### config.mk
export PLATFORM = sky130hd
export DESIGN_NAME = div_unit_top
export DESIGN_NICKNAME = d
export VERILOG_FILES = /design/src/hdl/div_pkg.sv /design/src/hdl/wb_div_regs.sv /design/src/hdl/div_ctrl.sv /design/src/hdl/div_step_counter.sv /design/src/hdl/div_operand_prep.sv /design/src/hdl/div_datapath.sv /design/src/hdl/div_unit_top.sv
export SDC_FILE = /design/constraint.sdc
export NUM_CORES = 1
export LEC_CHECK = 0
export ABC_AREA = 1
export BUFFER_PORTS_ARGS = -buffer_cell sky130_fd_sc_hd__buf_2
export CAP_MARGIN = 5
export CORE_MARGIN = 2
export CORE_UTILIZATION = 38
export CTS_CLUSTER_DIAMETER = 100
export DETAILED_ROUTE_END_ITERATION = 12
export HOLD_SLACK_MARGIN = 0.05
export REMOVE_ABC_BUFFERS = 1
export SYNTH_ARGS = -nofsm -noshare
export SYNTH_HDL_FRONTEND = slang
export SYNTH_SLANG_ARGS = --single-unit
### constraint.sdc
create_clock -name clk -period 6.2 [get_ports clk]
set_input_delay 0.31 -clock clk [delete_from_list [all_inputs] [get_ports clk]]
set_output_delay 0.31 -clock clk [all_outputs]
set_load 0.03 [all_outputs]
### src/hdl/div_pkg.sv
// divide unit shared types: operation codes, register map, request/response and bus structs
`default_nettype none

package div_pkg;

    localparam int DATA_WIDTH_DEF = 32;

    // RISC-V M divide family
    typedef enum logic [1:0] {
        OP_DIV  = 2'd0,
        OP_DIVU = 2'd1,
        OP_REM  = 2'd2,
        OP_REMU = 2'd3
    } div_op_t;

    typedef struct packed {
        div_op_t     op;
        logic [31:0] dividend;
        logic [31:0] divisor;
    } div_req_t;

    typedef struct packed {
        logic [31:0] result;
        logic        done;
    } div_resp_t;

    // wishbone classic, byte addressed
    typedef struct packed {
        logic        cyc;
        logic        stb;
        logic        we;
        logic [3:0]  adr;
        logic [31:0] dat;
    } wb_m2s_t;

    typedef struct packed {
        logic        ack;
        logic [31:0] dat;
    } wb_s2m_t;

    localparam logic [3:0] REG_DIVIDEND = 4'h0;
    localparam logic [3:0] REG_DIVISOR  = 4'h4;
    localparam logic [3:0] REG_CTRL     = 4'h8;
    localparam logic [3:0] REG_RESULT   = 4'hC;

    localparam int CTRL_START_BIT = 4;
    localparam int STAT_BUSY_BIT  = 0;
    localparam int STAT_DONE_BIT  = 1;

endpackage

`default_nettype wire

### src/hdl/wb_div_regs.sv
// Wishbone classic slave holding the divider operands, control, status and result
`timescale 1ns/1ps
`default_nettype none

module wb_div_regs #(
    parameter int DATA_WIDTH = 32
) (
    input  wire                 clk,
    input  wire                 rst_n,
    input  div_pkg::wb_m2s_t    wb_i,
    output div_pkg::wb_s2m_t    wb_o,
    output div_pkg::div_req_t   req_o,
    output logic                start_o,
    input  div_pkg::div_resp_t  resp_i,
    input  wire                 busy_i
);
    import div_pkg::*;

    logic                  ack_q;
    logic                  start_q;
    logic                  done_q;
    logic [31:0]           result_q;
    logic [31:0]           rdat_q;
    logic [DATA_WIDTH-1:0] dividend_q;
    logic [DATA_WIDTH-1:0] divisor_q;
    div_op_t               op_q;

    logic        req_seen;
    logic        wr_ctrl;
    logic [31:0] status;
    logic [31:0] rdat;

    // new access only when no ack is pending
    assign req_seen = wb_i.cyc & wb_i.stb & ~ack_q;
    assign wr_ctrl  = req_seen & wb_i.we & (wb_i.adr == REG_CTRL);

    always_comb begin
        status                = '0;
        status[STAT_BUSY_BIT] = busy_i;
        status[STAT_DONE_BIT] = done_q;
    end

    always_comb begin
        case (wb_i.adr)
            REG_DIVIDEND: rdat = 32'(dividend_q);
            REG_DIVISOR:  rdat = 32'(divisor_q);
            REG_CTRL:     rdat = status;
            REG_RESULT:   rdat = result_q;
            default:      rdat = '0;
        endcase
    end

    always_ff @(posedge clk) begin
        if (!rst_n) begin
            ack_q    <= 1'b0;
            start_q  <= 1'b0;
            done_q   <= 1'b0;
            result_q <= '0;
        end else begin
            ack_q   <= req_seen;
            // start while busy is acked but dropped
            start_q <= wr_ctrl & wb_i.dat[CTRL_START_BIT] & ~busy_i;
            if (start_q) begin
                done_q <= 1'b0;
            end else if (resp_i.done) begin
                done_q   <= 1'b1;
                result_q <= resp_i.result;
            end
        end
    end

    always_ff @(posedge clk) begin
        if (req_seen) begin
            rdat_q <= rdat;
        end
        if (req_seen && wb_i.we) begin
            if (wb_i.adr == REG_DIVIDEND) begin
                dividend_q <= wb_i.dat[DATA_WIDTH-1:0];
            end
            if (wb_i.adr == REG_DIVISOR) begin
                divisor_q <= wb_i.dat[DATA_WIDTH-1:0];
            end
        end
        // op only changes when a division can start
        if (wr_ctrl && !busy_i) begin
            op_q <= div_op_t'(wb_i.dat[1:0]);
        end
    end

    assign wb_o.ack       = ack_q;
    assign wb_o.dat       = rdat_q;
    assign start_o        = start_q;
    assign req_o.op       = op_q;
    assign req_o.dividend = 32'(dividend_q);
    assign req_o.divisor  = 32'(divisor_q);

endmodule

`default_nettype wire

### src/hdl/div_ctrl.sv
// divider sequencer: one-hot IDLE/START/CALC/END FSM with the zero and early-exit shortcuts
`timescale 1ns/1ps
`default_nettype none

module div_ctrl #(
    parameter int DATA_WIDTH = 32
) (
    input  wire                   clk,
    input  wire                   rst_n,
    input  wire                   start_i,
    input  div_pkg::div_req_t     req_i,
    input  wire                   div_zero_i,
    input  wire                   early_exit_i,
    input  wire                   negate_i,
    input  wire                   last_i,
    input  wire  [DATA_WIDTH-1:0] final_i,
    output div_pkg::div_req_t     latched_req_o,
    output logic                  busy_o,
    output logic                  load_o,
    output logic                  step_o,
    output logic                  cnt_load_o,
    output logic                  cnt_en_o,
    output logic                  negate_o,
    output logic                  sel_rem_o,
    output div_pkg::div_resp_t    resp_o
);
    import div_pkg::*;

    typedef enum logic [3:0] {
        ST_IDLE  = 4'b0001,
        ST_START = 4'b0010,
        ST_CALC  = 4'b0100,
        ST_END   = 4'b1000
    } state_t;

    state_t                state_q;
    logic                  short_q;
    logic                  negate_q;
    logic [DATA_WIDTH-1:0] short_res_q;
    div_req_t              req_q;

    logic                  is_div_op;
    logic                  shortcut;
    logic [DATA_WIDTH-1:0] dividend_w;

    assign is_div_op  = (req_q.op == OP_DIV) || (req_q.op == OP_DIVU);
    assign shortcut   = div_zero_i | early_exit_i;
    assign dividend_w = req_q.dividend[DATA_WIDTH-1:0];

    always_ff @(posedge clk) begin
        if (!rst_n) begin
            state_q <= ST_IDLE;
            short_q <= 1'b0;
        end else begin
            case (state_q)
                ST_IDLE: begin
                    if (start_i) begin
                        state_q <= ST_START;
                    end
                end
                ST_START: begin
                    short_q <= shortcut;
                    state_q <= shortcut ? ST_END : ST_CALC;
                end
                ST_CALC: begin
                    if (last_i) begin
                        state_q <= ST_END;
                    end
                end
                default: state_q <= ST_IDLE;
            endcase
        end
    end

    // request copy and shortcut result
    always_ff @(posedge clk) begin
        if (state_q == ST_IDLE && start_i) begin
            req_q <= req_i;
        end
        if (state_q == ST_START) begin
            negate_q <= negate_i;
            // divide by zero wins over early exit
            if (div_zero_i) begin
                short_res_q <= is_div_op ? '1 : dividend_w;
            end else begin
                short_res_q <= is_div_op ? '0 : dividend_w;
            end
        end
    end

    assign busy_o     = (state_q != ST_IDLE);
    assign load_o     = (state_q == ST_START) & ~shortcut;
    assign cnt_load_o = load_o;
    assign step_o     = (state_q == ST_CALC);
    assign cnt_en_o   = step_o;
    assign negate_o   = negate_q;
    assign sel_rem_o  = ~is_div_op;

    assign latched_req_o = req_q;
    assign resp_o.done   = (state_q == ST_END);
    assign resp_o.result = 32'(short_q ? short_res_q : final_i);

endmodule

`default_nettype wire

### src/hdl/div_step_counter.sv
// down counter over the shift-subtract steps, flags the final one
`timescale 1ns/1ps
`default_nettype none

module div_step_counter #(
    parameter int DATA_WIDTH = 32
) (
    input  wire  clk,
    input  wire  rst_n,
    input  wire  load_i,
    input  wire  en_i,
    output logic last_o
);
    localparam int CW = (DATA_WIDTH > 1) ? $clog2(DATA_WIDTH) : 1;

    logic [CW-1:0] cnt_q;

    always_ff @(posedge clk) begin
        if (!rst_n) begin
            cnt_q <= '0;
        end else if (load_i) begin
            cnt_q <= CW'(DATA_WIDTH - 1);
        end else if (en_i && cnt_q != '0) begin
            cnt_q <= cnt_q - 1'b1;
        end
    end

    assign last_o = (cnt_q == '0);

endmodule

`default_nettype wire

### src/hdl/div_operand_prep.sv
// operand magnitudes, zero-divisor and early-exit detection, result sign decision
`timescale 1ns/1ps
`default_nettype none

module div_operand_prep #(
    parameter int DATA_WIDTH = 32
) (
    input  div_pkg::div_req_t     req_i,
    output logic [DATA_WIDTH-1:0] dividend_mag_o,
    output logic [DATA_WIDTH-1:0] divisor_mag_o,
    output logic                  div_zero_o,
    output logic                  early_exit_o,
    output logic                  negate_o
);
    import div_pkg::*;

    logic [DATA_WIDTH-1:0] dividend;
    logic [DATA_WIDTH-1:0] divisor;
    logic                  is_signed;
    logic                  dvd_neg;
    logic                  dsr_neg;

    assign dividend  = req_i.dividend[DATA_WIDTH-1:0];
    assign divisor   = req_i.divisor[DATA_WIDTH-1:0];
    assign is_signed = (req_i.op == OP_DIV) || (req_i.op == OP_REM);

    // sign bits only count for the signed ops
    assign dvd_neg = is_signed & dividend[DATA_WIDTH-1];
    assign dsr_neg = is_signed & divisor[DATA_WIDTH-1];

    assign dividend_mag_o = dvd_neg ? -dividend : dividend;
    assign divisor_mag_o  = dsr_neg ? -divisor : divisor;

    assign div_zero_o   = (divisor == '0);
    assign early_exit_o = (dividend_mag_o < divisor_mag_o);

    // quotient sign from both operands, remainder follows the dividend
    assign negate_o = ((req_i.op == OP_DIV) & (dvd_neg ^ dsr_neg))
                    | ((req_i.op == OP_REM) & dvd_neg);

endmodule

`default_nettype wire

### src/hdl/div_datapath.sv
// restoring shift-subtract datapath with final result select and sign fix
`timescale 1ns/1ps
`default_nettype none

module div_datapath #(
    parameter int DATA_WIDTH = 32
) (
    input  wire                   clk,
    input  wire                   rst_n,
    input  wire                   load_i,
    input  wire                   step_i,
    input  wire  [DATA_WIDTH-1:0] dividend_mag_i,
    input  wire  [DATA_WIDTH-1:0] divisor_mag_i,
    input  wire                   negate_i,
    input  wire                   sel_rem_i,
    output logic [DATA_WIDTH-1:0] final_o
);
    // quot_q starts as the dividend, quotient bits fill in from the lsb
    logic [DATA_WIDTH-1:0] quot_q;
    logic [DATA_WIDTH-1:0] rem_q;

    logic [DATA_WIDTH:0]   trial;
    logic [DATA_WIDTH:0]   diff;
    logic                  fits;
    logic [DATA_WIDTH-1:0] chosen;

    // next dividend bit into the partial remainder
    assign trial = {rem_q, quot_q[DATA_WIDTH-1]};
    assign diff  = trial - {1'b0, divisor_mag_i};
    // no borrow means the divisor fits
    assign fits  = ~diff[DATA_WIDTH];

    always_ff @(posedge clk) begin
        if (!rst_n) begin
            quot_q <= '0;
            rem_q  <= '0;
        end else if (load_i) begin
            quot_q <= dividend_mag_i;
            rem_q  <= '0;
        end else if (step_i) begin
            quot_q <= {quot_q[DATA_WIDTH-2:0], fits};
            rem_q  <= fits ? diff[DATA_WIDTH-1:0] : trial[DATA_WIDTH-1:0];
        end
    end

    assign chosen  = sel_rem_i ? rem_q : quot_q;
    assign final_o = negate_i ? -chosen : chosen;

endmodule

`default_nettype wire

### src/hdl/div_unit_top.sv
// memory-mapped divide unit: Wishbone register block driving the iterative divider
`timescale 1ns/1ps
`default_nettype none

module div_unit_top #(
    parameter int DATA_WIDTH = div_pkg::DATA_WIDTH_DEF
) (
    input  wire               clk,
    input  wire               rst_n,
    input  div_pkg::wb_m2s_t  wb_i,
    output div_pkg::wb_s2m_t  wb_o
);
    import div_pkg::*;

    div_req_t              req;
    div_req_t              latched_req;
    div_resp_t             resp;
    logic                  start;
    logic                  busy;
    logic                  load;
    logic                  step;
    logic                  cnt_load;
    logic                  cnt_en;
    logic                  last;
    logic                  div_zero;
    logic                  early_exit;
    logic                  negate_prep;
    logic                  negate_dp;
    logic                  sel_rem;
    logic [DATA_WIDTH-1:0] dividend_mag;
    logic [DATA_WIDTH-1:0] divisor_mag;
    logic [DATA_WIDTH-1:0] final_res;

    wb_div_regs #(.DATA_WIDTH(DATA_WIDTH)) wb_div_regs_i (
        .clk(clk), .rst_n(rst_n), .wb_i(wb_i), .wb_o(wb_o),
        .req_o(req), .start_o(start), .resp_i(resp), .busy_i(busy)
    );

    div_ctrl #(.DATA_WIDTH(DATA_WIDTH)) div_ctrl_i (
        .clk(clk), .rst_n(rst_n), .start_i(start), .req_i(req),
        .div_zero_i(div_zero), .early_exit_i(early_exit), .negate_i(negate_prep),
        .last_i(last), .final_i(final_res), .latched_req_o(latched_req),
        .busy_o(busy), .load_o(load), .step_o(step), .cnt_load_o(cnt_load),
        .cnt_en_o(cnt_en), .negate_o(negate_dp), .sel_rem_o(sel_rem), .resp_o(resp)
    );

    div_step_counter #(.DATA_WIDTH(DATA_WIDTH)) div_step_counter_i (
        .clk(clk), .rst_n(rst_n), .load_i(cnt_load), .en_i(cnt_en), .last_o(last)
    );

    div_operand_prep #(.DATA_WIDTH(DATA_WIDTH)) div_operand_prep_i (
        .req_i(latched_req), .dividend_mag_o(dividend_mag), .divisor_mag_o(divisor_mag),
        .div_zero_o(div_zero), .early_exit_o(early_exit), .negate_o(negate_prep)
    );

    div_datapath #(.DATA_WIDTH(DATA_WIDTH)) div_datapath_i (
        .clk(clk), .rst_n(rst_n), .load_i(load), .step_i(step),
        .dividend_mag_i(dividend_mag), .divisor_mag_i(divisor_mag),
        .negate_i(negate_dp), .sel_rem_i(sel_rem), .final_o(final_res)
    );

endmodule

`default_nettype wire

==> flow_metrics.tcl, run 1 <==
set metrics [dict create \
    reg2reg_slack_ps 1250 \
    drc_errors 0 \
    dp.cells 2723 \
    avgViaCountPerCell 5.26 \
    reg2regPathDepth 21 \
    h-tree-depth 1 \
    hold_viol 0 \
    antenna_found_initial 0 \
    netlist_instances 2109 \
    rsz0062_at_grt "no" \
    synth_common_cells "nand2_1 (519), inv_1 (209), nand3_1 (202)" \
    power.share.combinational_pct 2.5 \
    wl_per_cell_um 17.7 \
    seqPwrFrac_pct 52.4 \
    n_antenna_cell 0 \
    fp.dieH_um 217 \
    crit_path_start_kind "flip-flop" \
    vias 14800 \
    row_count 78 \
    hpwl_um 37100 \
    syn_avg_cell_area_um2 8.21 \
    fin_tns_setup_ps 0 \
    fin_area_um2 19600 \
    dieArea_um2 47300 \
    status "complete, no violations" \
    drt_iter0_markers 1041 \
    first_global_vias 14100 \
    power.leakage_nw 8.23 \
    synth_largest_area_cell "edfxtp_1" \
    wl_um 49900 \
    worstSetupPathType "flip-flop to flip-flop" \
    cts_tree "yes" \
    clkLatencyLatePin_ps 580 \
    intPower_mw 3.25 \
    clock_sinks 306 \
    cts_resized 0 \
    min-delay-start "rst_n" \
    ys_seq_area_share_pct 46.8 \
    path_max_fanout 32 \
    cp.arrival_ps 5400 \
    p_sw_mw 0.882 \
    end_kind "flip-flop" \
    finalCritPeriodShare_pct 79.9 \
    timing.fmax_mhz 202 \
    grt_max_degree 67 \
    yosysWarnings 0 \
    synth_top_area_share_pct 34.2 \
    holdPathStages 3 \
    ys_ff_latch 306 \
    synthArstFlopShare_pct 0 \
    drive_gt1_share_pct 10.8 \
    tightest_slew_ps 939 \
    instances_no_fill 2812 \
    relSlewSlack_pct 36.8 \
    gp_congestion 0.930 \
    power_mw 4.13 \
    ios 74 \
    place_ws_ps 1380 \
    gr-total-overflow 0 \
    yosys-top-cells-area "edfxtp_1 (34%), dfxtp_1 (13%), nand2_1 (11%)" \
    synthFlopType "edfxtp_1" \
    maxSlewViolCount 0 \
    rr_startpoint "div_ctrl_i.latched_req_o[2]$_DFFE_PP_" \
    finClkSkew_ps 12.7 \
    start_util_pct 38.3 \
    track_usage_pct 20.9 \
    r2r_end "div_datapath_i.rem_q[7]$_SDFFE_PP0P_" \
    grt_pass1_wl_um 77900 \
    utilization_pct 43.3 \
    clock_path_buffers 3 \
    worst_hold_path_type "input pin to flip-flop" \
    numCtsBuffers 31 \
    peakVddDrop_uv 228 \
    drv_cap 0 \
    p_sw_share_pct 21.3 \
    hold_slack_ps 234 \
    pwr-share-clk_pct 45.1 \
    setup_ws_ps 1250 \
    min_to "div_datapath_i.quot_q[2]$_SDFFE_PN0P_" \
    synth_most_common_cell "nand2_1" \
    p_per_area_nw_per_um2 211 \
    nets 2296 \
    root_buffer "clkbuf_16" \
    ys_types 56 \
    post_dp_cell_area_um2 18200 \
    core_area_um2 45200 \
    required_ps 6640 \
    setup_viol 0 \
    drt-pass1-iter-count 7 \
    die_width_um 217 \
    startpoint "div_ctrl_i.latched_req_o[2]$_DFFE_PP_" \
    synthesis.area_um2 17300 \
    numPortBuffers 73 \
    area_growth_pct 13.0 \
    synth_edf_count 197 \
    period_minus_slack_ps 4950 \
    postRouteAntennaNets 0 \
    clk_pin_slew_worst_paths_ps 70 \
]
registers in the layout, indices dropped and copies added (netlist names), 4 cells and up:
register	flops
div_ctrl_i.latched_req_o	34
div_ctrl_i.dividend_w	32
div_ctrl_i.short_res_q	32
div_datapath_i.quot_q	32
div_datapath_i.rem_q	32
wb_div_regs_i.dividend_q	32
wb_div_regs_i.divisor_q	32
wb_div_regs_i.rdat_q	32
wb_div_regs_i.result_q	32
div_step_counter_i.cnt_q	5
div_ctrl_i.state_q	4
cell families after synthesis:
kind of cell	count (synthesis)	synth area share [%]
AOI/OAI and AO/OA	330	10.8
xor gates and xnor gates	91	4.60
adders and majority gates	65	4.74
buffers and inverters	316	7.49
DFF	306	46.8
and+or+nand+nor	1001	25.7
critical path: stages, from the launching register on:
cell      delay (ps)
edfxtp_1         510
nor2_4           170
nand2_2           70
nor2_2           110
nand2_2          100
o21ai_0          370
o21ai_0          290
nor3_1           410
o211ai_1         320
ha_1             410
nand4_1          150
nor3_1           280
nand3_1          110
nor2_1           120
nand4_1          100
nand2_1           80
inv_2             40
nand2_2           90
nand3_2          340
nand2_1          250
buf_4            390
a21oi_1          100
per-layer routing:
metal / vias to the layer above / global-route usage, % / share of wire, %
met5: - / 0 / 0
met4: 0 / 6.78 / 3.0
met3: 67 / 2.58 / 6.4
met2: 507 / 32.1 / 43
met1: 6985 / 30.5 / 48
li1: 7237 / - / -
power by group through the flow:
stage	clock (mW)	sequential, mW	combinational (mW)
after floorplan	0	2.23	0.0249
after global placement	0	2.21	0.0850
after detailed placement	0	2.21	0.0862
after CTS	1.89	2.17	0.103
after global routing	1.97	2.17	0.111
final	1.86	2.17	0.103
final cells by class:
class	instances	area, um2
Tap cell	600	751
Inverter	234	878
Clock buffer	35	801
Clock inverter	20	193
Fill cell	4451	25600
Timing Repair Buffer	130	878
Multi-Input combinational cell	1487	7970
Sequential cell	306	8100
what timing repair did:
| action | CTS | global route |
|---|---|---|
| endpoints found under the hold margin | 68 | 0 |
| buffers inserted | 0 | 0 |
| hold buffers | 34 | 0 |
worst max path at each step:
stage | to | slack [ps] | cells past startpoint
detailed placement | div_datapath_i.rem_q[7]$_SDFFE_PP0P_ | 1380 | 21
floorplan | div_step_counter_i.cnt_q[4]$_SDFFE_PN0P_ | -1440 | 10
CTS | div_datapath_i.quot_q[0]$_SDFFE_PN0P_ | 1360 | 24
global route | div_datapath_i.quot_q[0]$_SDFFE_PN0P_ | 950 | 21
finish | div_datapath_i.rem_q[7]$_SDFFE_PP0P_ | 1250 | 21
global placement | div_datapath_i.quot_q[0]$_SDFFE_PN0P_ | 1430 | 24
layout by cell type, fill, tap and decap left out, drive strengths merged, types with 64 or more instances in the layout:
cell / count
nor2: 170
edfxtp: 197
o21ai: 128
buf: 96
a21oi: 139
inv: 233
nand3: 211
ha: 64
dfxtp: 109
nand2: 537
xor2: 66
(Power assumes the default switching activity.)
==> inputs of run 2 (changes only) <==
==> constraint.sdc (replaced) <==
create_clock -name clk -period 4.05 [get_ports clk]
set_input_delay 0.2025 -clock clk [delete_from_list [all_inputs] [get_ports clk]]
set_output_delay 0.2025 -clock clk [all_outputs]
set_load 0.03 [all_outputs]
==> flow_metrics.tcl, run 2 (synthesized netlist as in run 1, its figures left out) <==
set metrics [dict create \
    core_area_um2 45200 \
    clock_path_buffers 3 \
    final_common_cell "nand2_1" \
    wl_per_cell_um 18.0 \
    drt_iter0_markers 1249 \
    cp.arrival_ps 4560 \
    maxSlewViolCount 0 \
    worst_hold_path_type "input pin to flip-flop" \
    cp.buffers_inverters 7 \
    start_util_pct 38.3 \
    p_per_area_nw_per_um2 302 \
    power.share.combinational_pct 2.8 \
    clk_pin_slew_worst_paths_ps 70 \
    row_count 78 \
    cpPeakStageDelay_ps 460 \
    p_sw_mw 1.39 \
    hold_viol 0 \
    p_sw_share_pct 21.5 \
    nets 2410 \
    path_max_fanout 5 \
    avgViaCountPerCell 5.23 \
    wl_um 52800 \
    setup_ws_ps -40.9 \
    timing.fmax_mhz 244 \
    place_ws_ps -331 \
    gp_congestion 0.903 \
    area_growth_pct 23.0 \
    numCtsBuffers 31 \
    drc_errors 0 \
    cp_top_family "simple AND/OR/NAND/NOR gates" \
    antenna_found_initial 0 \
    reg2reg_slack_ps -40 \
    peakVddDrop_uv 358 \
    nFillCells 4303 \
    vias 15300 \
    failed_checks "setup timing" \
    rsz0062_at_grt "yes" \
    postRouteAntennaNets 0 \
    setup_viol 10 \
    intPower_mw 5.06 \
    reg2regPathDepth 28 \
    cp.depth 28 \
    grt_pass1_wl_um 79000 \
    ios 74 \
    min-delay-start "wb_i[38]" \
    status "complete, but fails checks" \
    required_ps 4520 \
    holdPathStages 3 \
    hpwl_um 38300 \
    first_global_vias 14300 \
    cpMostUsedCell "nand2_1" \
    crit_path_start_kind "flip-flop" \
    slowest_stage "edfxtp_1" \
    tightest_slew_ps 964 \
    period_minus_slack_ps 4090 \
    relSlewSlack_pct 35.8 \
    power.leakage_nw 8.97 \
    utilization_pct 47.1 \
    clkLatencyLatePin_ps 590 \
    largest_reg_flops 34 \
    rr_startpoint "div_ctrl_i.dividend_w[1]$_DFFE_PP_" \
    clock_sinks 306 \
    final_cell_mix "nand2_1 (512), inv_1 (205), edfxtp_1 (197)" \
    finClkSkew_ps 22.2 \
    root_buffer "clkbuf_16" \
    startpoint "div_ctrl_i.dividend_w[1]$_DFFE_PP_" \
    r2r_end "div_datapath_i.quot_q[1]$_SDFFE_PN0P_" \
    worstSetupPathType "flip-flop to flip-flop" \
    drt-pass1-iter-count 5 \
    track_usage_pct 21.3 \
    drive_gt1_share_pct 19.2 \
    cp-endpoint "div_datapath_i.quot_q[1]$_SDFFE_PN0P_" \
    grt_max_degree 67 \
    h-tree-depth 1 \
    dieArea_um2 47300 \
    fp.dieH_um 217 \
    numPortBuffers 73 \
    gr-total-overflow 0 \
    drv_cap 0 \
    n_antenna_cell 0 \
    die_width_um 217 \
    finalCritPeriodShare_pct 101 \
    seqPwrFrac_pct 51.5 \
    end_kind "flip-flop" \
    cts_tree "yes" \
    pwr-share-clk_pct 45.7 \
    hold_slack_ps 92.4 \
]
## run 2: cell count changes in the layout (fill, tap and decap cells not counted), moves of 7 or more
cell,previous run,this run
buf_4,23,117
a21oi_1,137,100
a21oi_2,2,38
buf_12,0,10
nand3_1,202,193
o21ai_0,93,84
nand2_1,519,512
nor2_1,152,145
o21ai_2,8,15
## run 2: worst min-delay path: stages
cell,delay [ps]
buf_2,90
nand3_1,240
nor2_1,70
## run 2: area by class of cell
| class | count | area, um2 | area share (%) |
|---|---|---|---|
| clock buffer | 36 | 805 | 3.78 |
| tap | 600 | 751 | 3.52 |
| inverter | 234 | 878 | 4.12 |
| clock inverter | 21 | 220 | 1.03 |
| multi-input combinational | 1488 | 8580 | 40.3 |
| sequential | 306 | 8100 | 38.0 |
| timing repair buffer | 243 | 1970 | 9.27 |
## run 2: how the worst min path moves through the flow
| stage | to | slack (ps) |
|---|---|---|
| final | wb_div_regs_i.ack_q$_SDFF_PN0_ | 90 |
| after global routing | wb_div_regs_i.ack_q$_SDFF_PN0_ | 110 |
| after CTS | div_datapath_i.quot_q[5]$_SDFFE_PN0P_ | 80 |
| after detailed placement | wb_div_regs_i.divisor_q[9]$_DFFE_PP_ | 390 |
| after global placement | wb_div_regs_i.dividend_q[21]$_DFFE_PP_ | 390 |
| after floorplan | div_datapath_i.quot_q[10]$_SDFFE_PN0P_ | 300 |
## run 2: stage by stage
stage | total power, mW | TNS (ps) | area [um2] | std cells
3_5_place_dp | 3.52 | -17640 | 18900 | 2807
3_3_place_gp | 3.52 | -16810 | 18900 | 2807
6_report | 6.44 | -188 | 21300 | 2928
2_1_floorplan | 3.45 | -259770 | 16900 | 2027
5_1_grt | 6.63 | -12280 | 21300 | 2928
4_1_cts | 6.48 | 0 | 20400 | 2899
## run 2: what timing repair did
| action | CTS | global route |
|---|---|---|
| setup buffers | 3 | 18 |
| endpoints found under the setup margin | 72 | 72 |
| hold endpoints to repair | 67 | 0 |
| hold buffers | 32 | 0 |
| cloned | 0 | 11 |
| pin swaps | 2 | 17 |
| gates resized for setup | 17 | 134 |
## run 2: power by group through the flow
stage | clock network (mW) | logic (mW) | registers, mW
5_1_grt | 3.12 | 0.189 | 3.32
3_3_place_gp | 0 | 0.134 | 3.39
6_report | 2.94 | 0.178 | 3.32
4_1_cts | 3.00 | 0.161 | 3.32
3_5_place_dp | 0 | 0.136 | 3.39
2_1_floorplan | 0 | 0.0382 | 3.41
## run 2: routing by layer
metal,vias to the layer above,GRT usage [%],wire length [um]
li1,7465,-,-
met1,7343,30.8,24800
met2,432,34.2,24300
met3,67,2.06,2660
met4,0,5.02,1140
met5,-,0,0
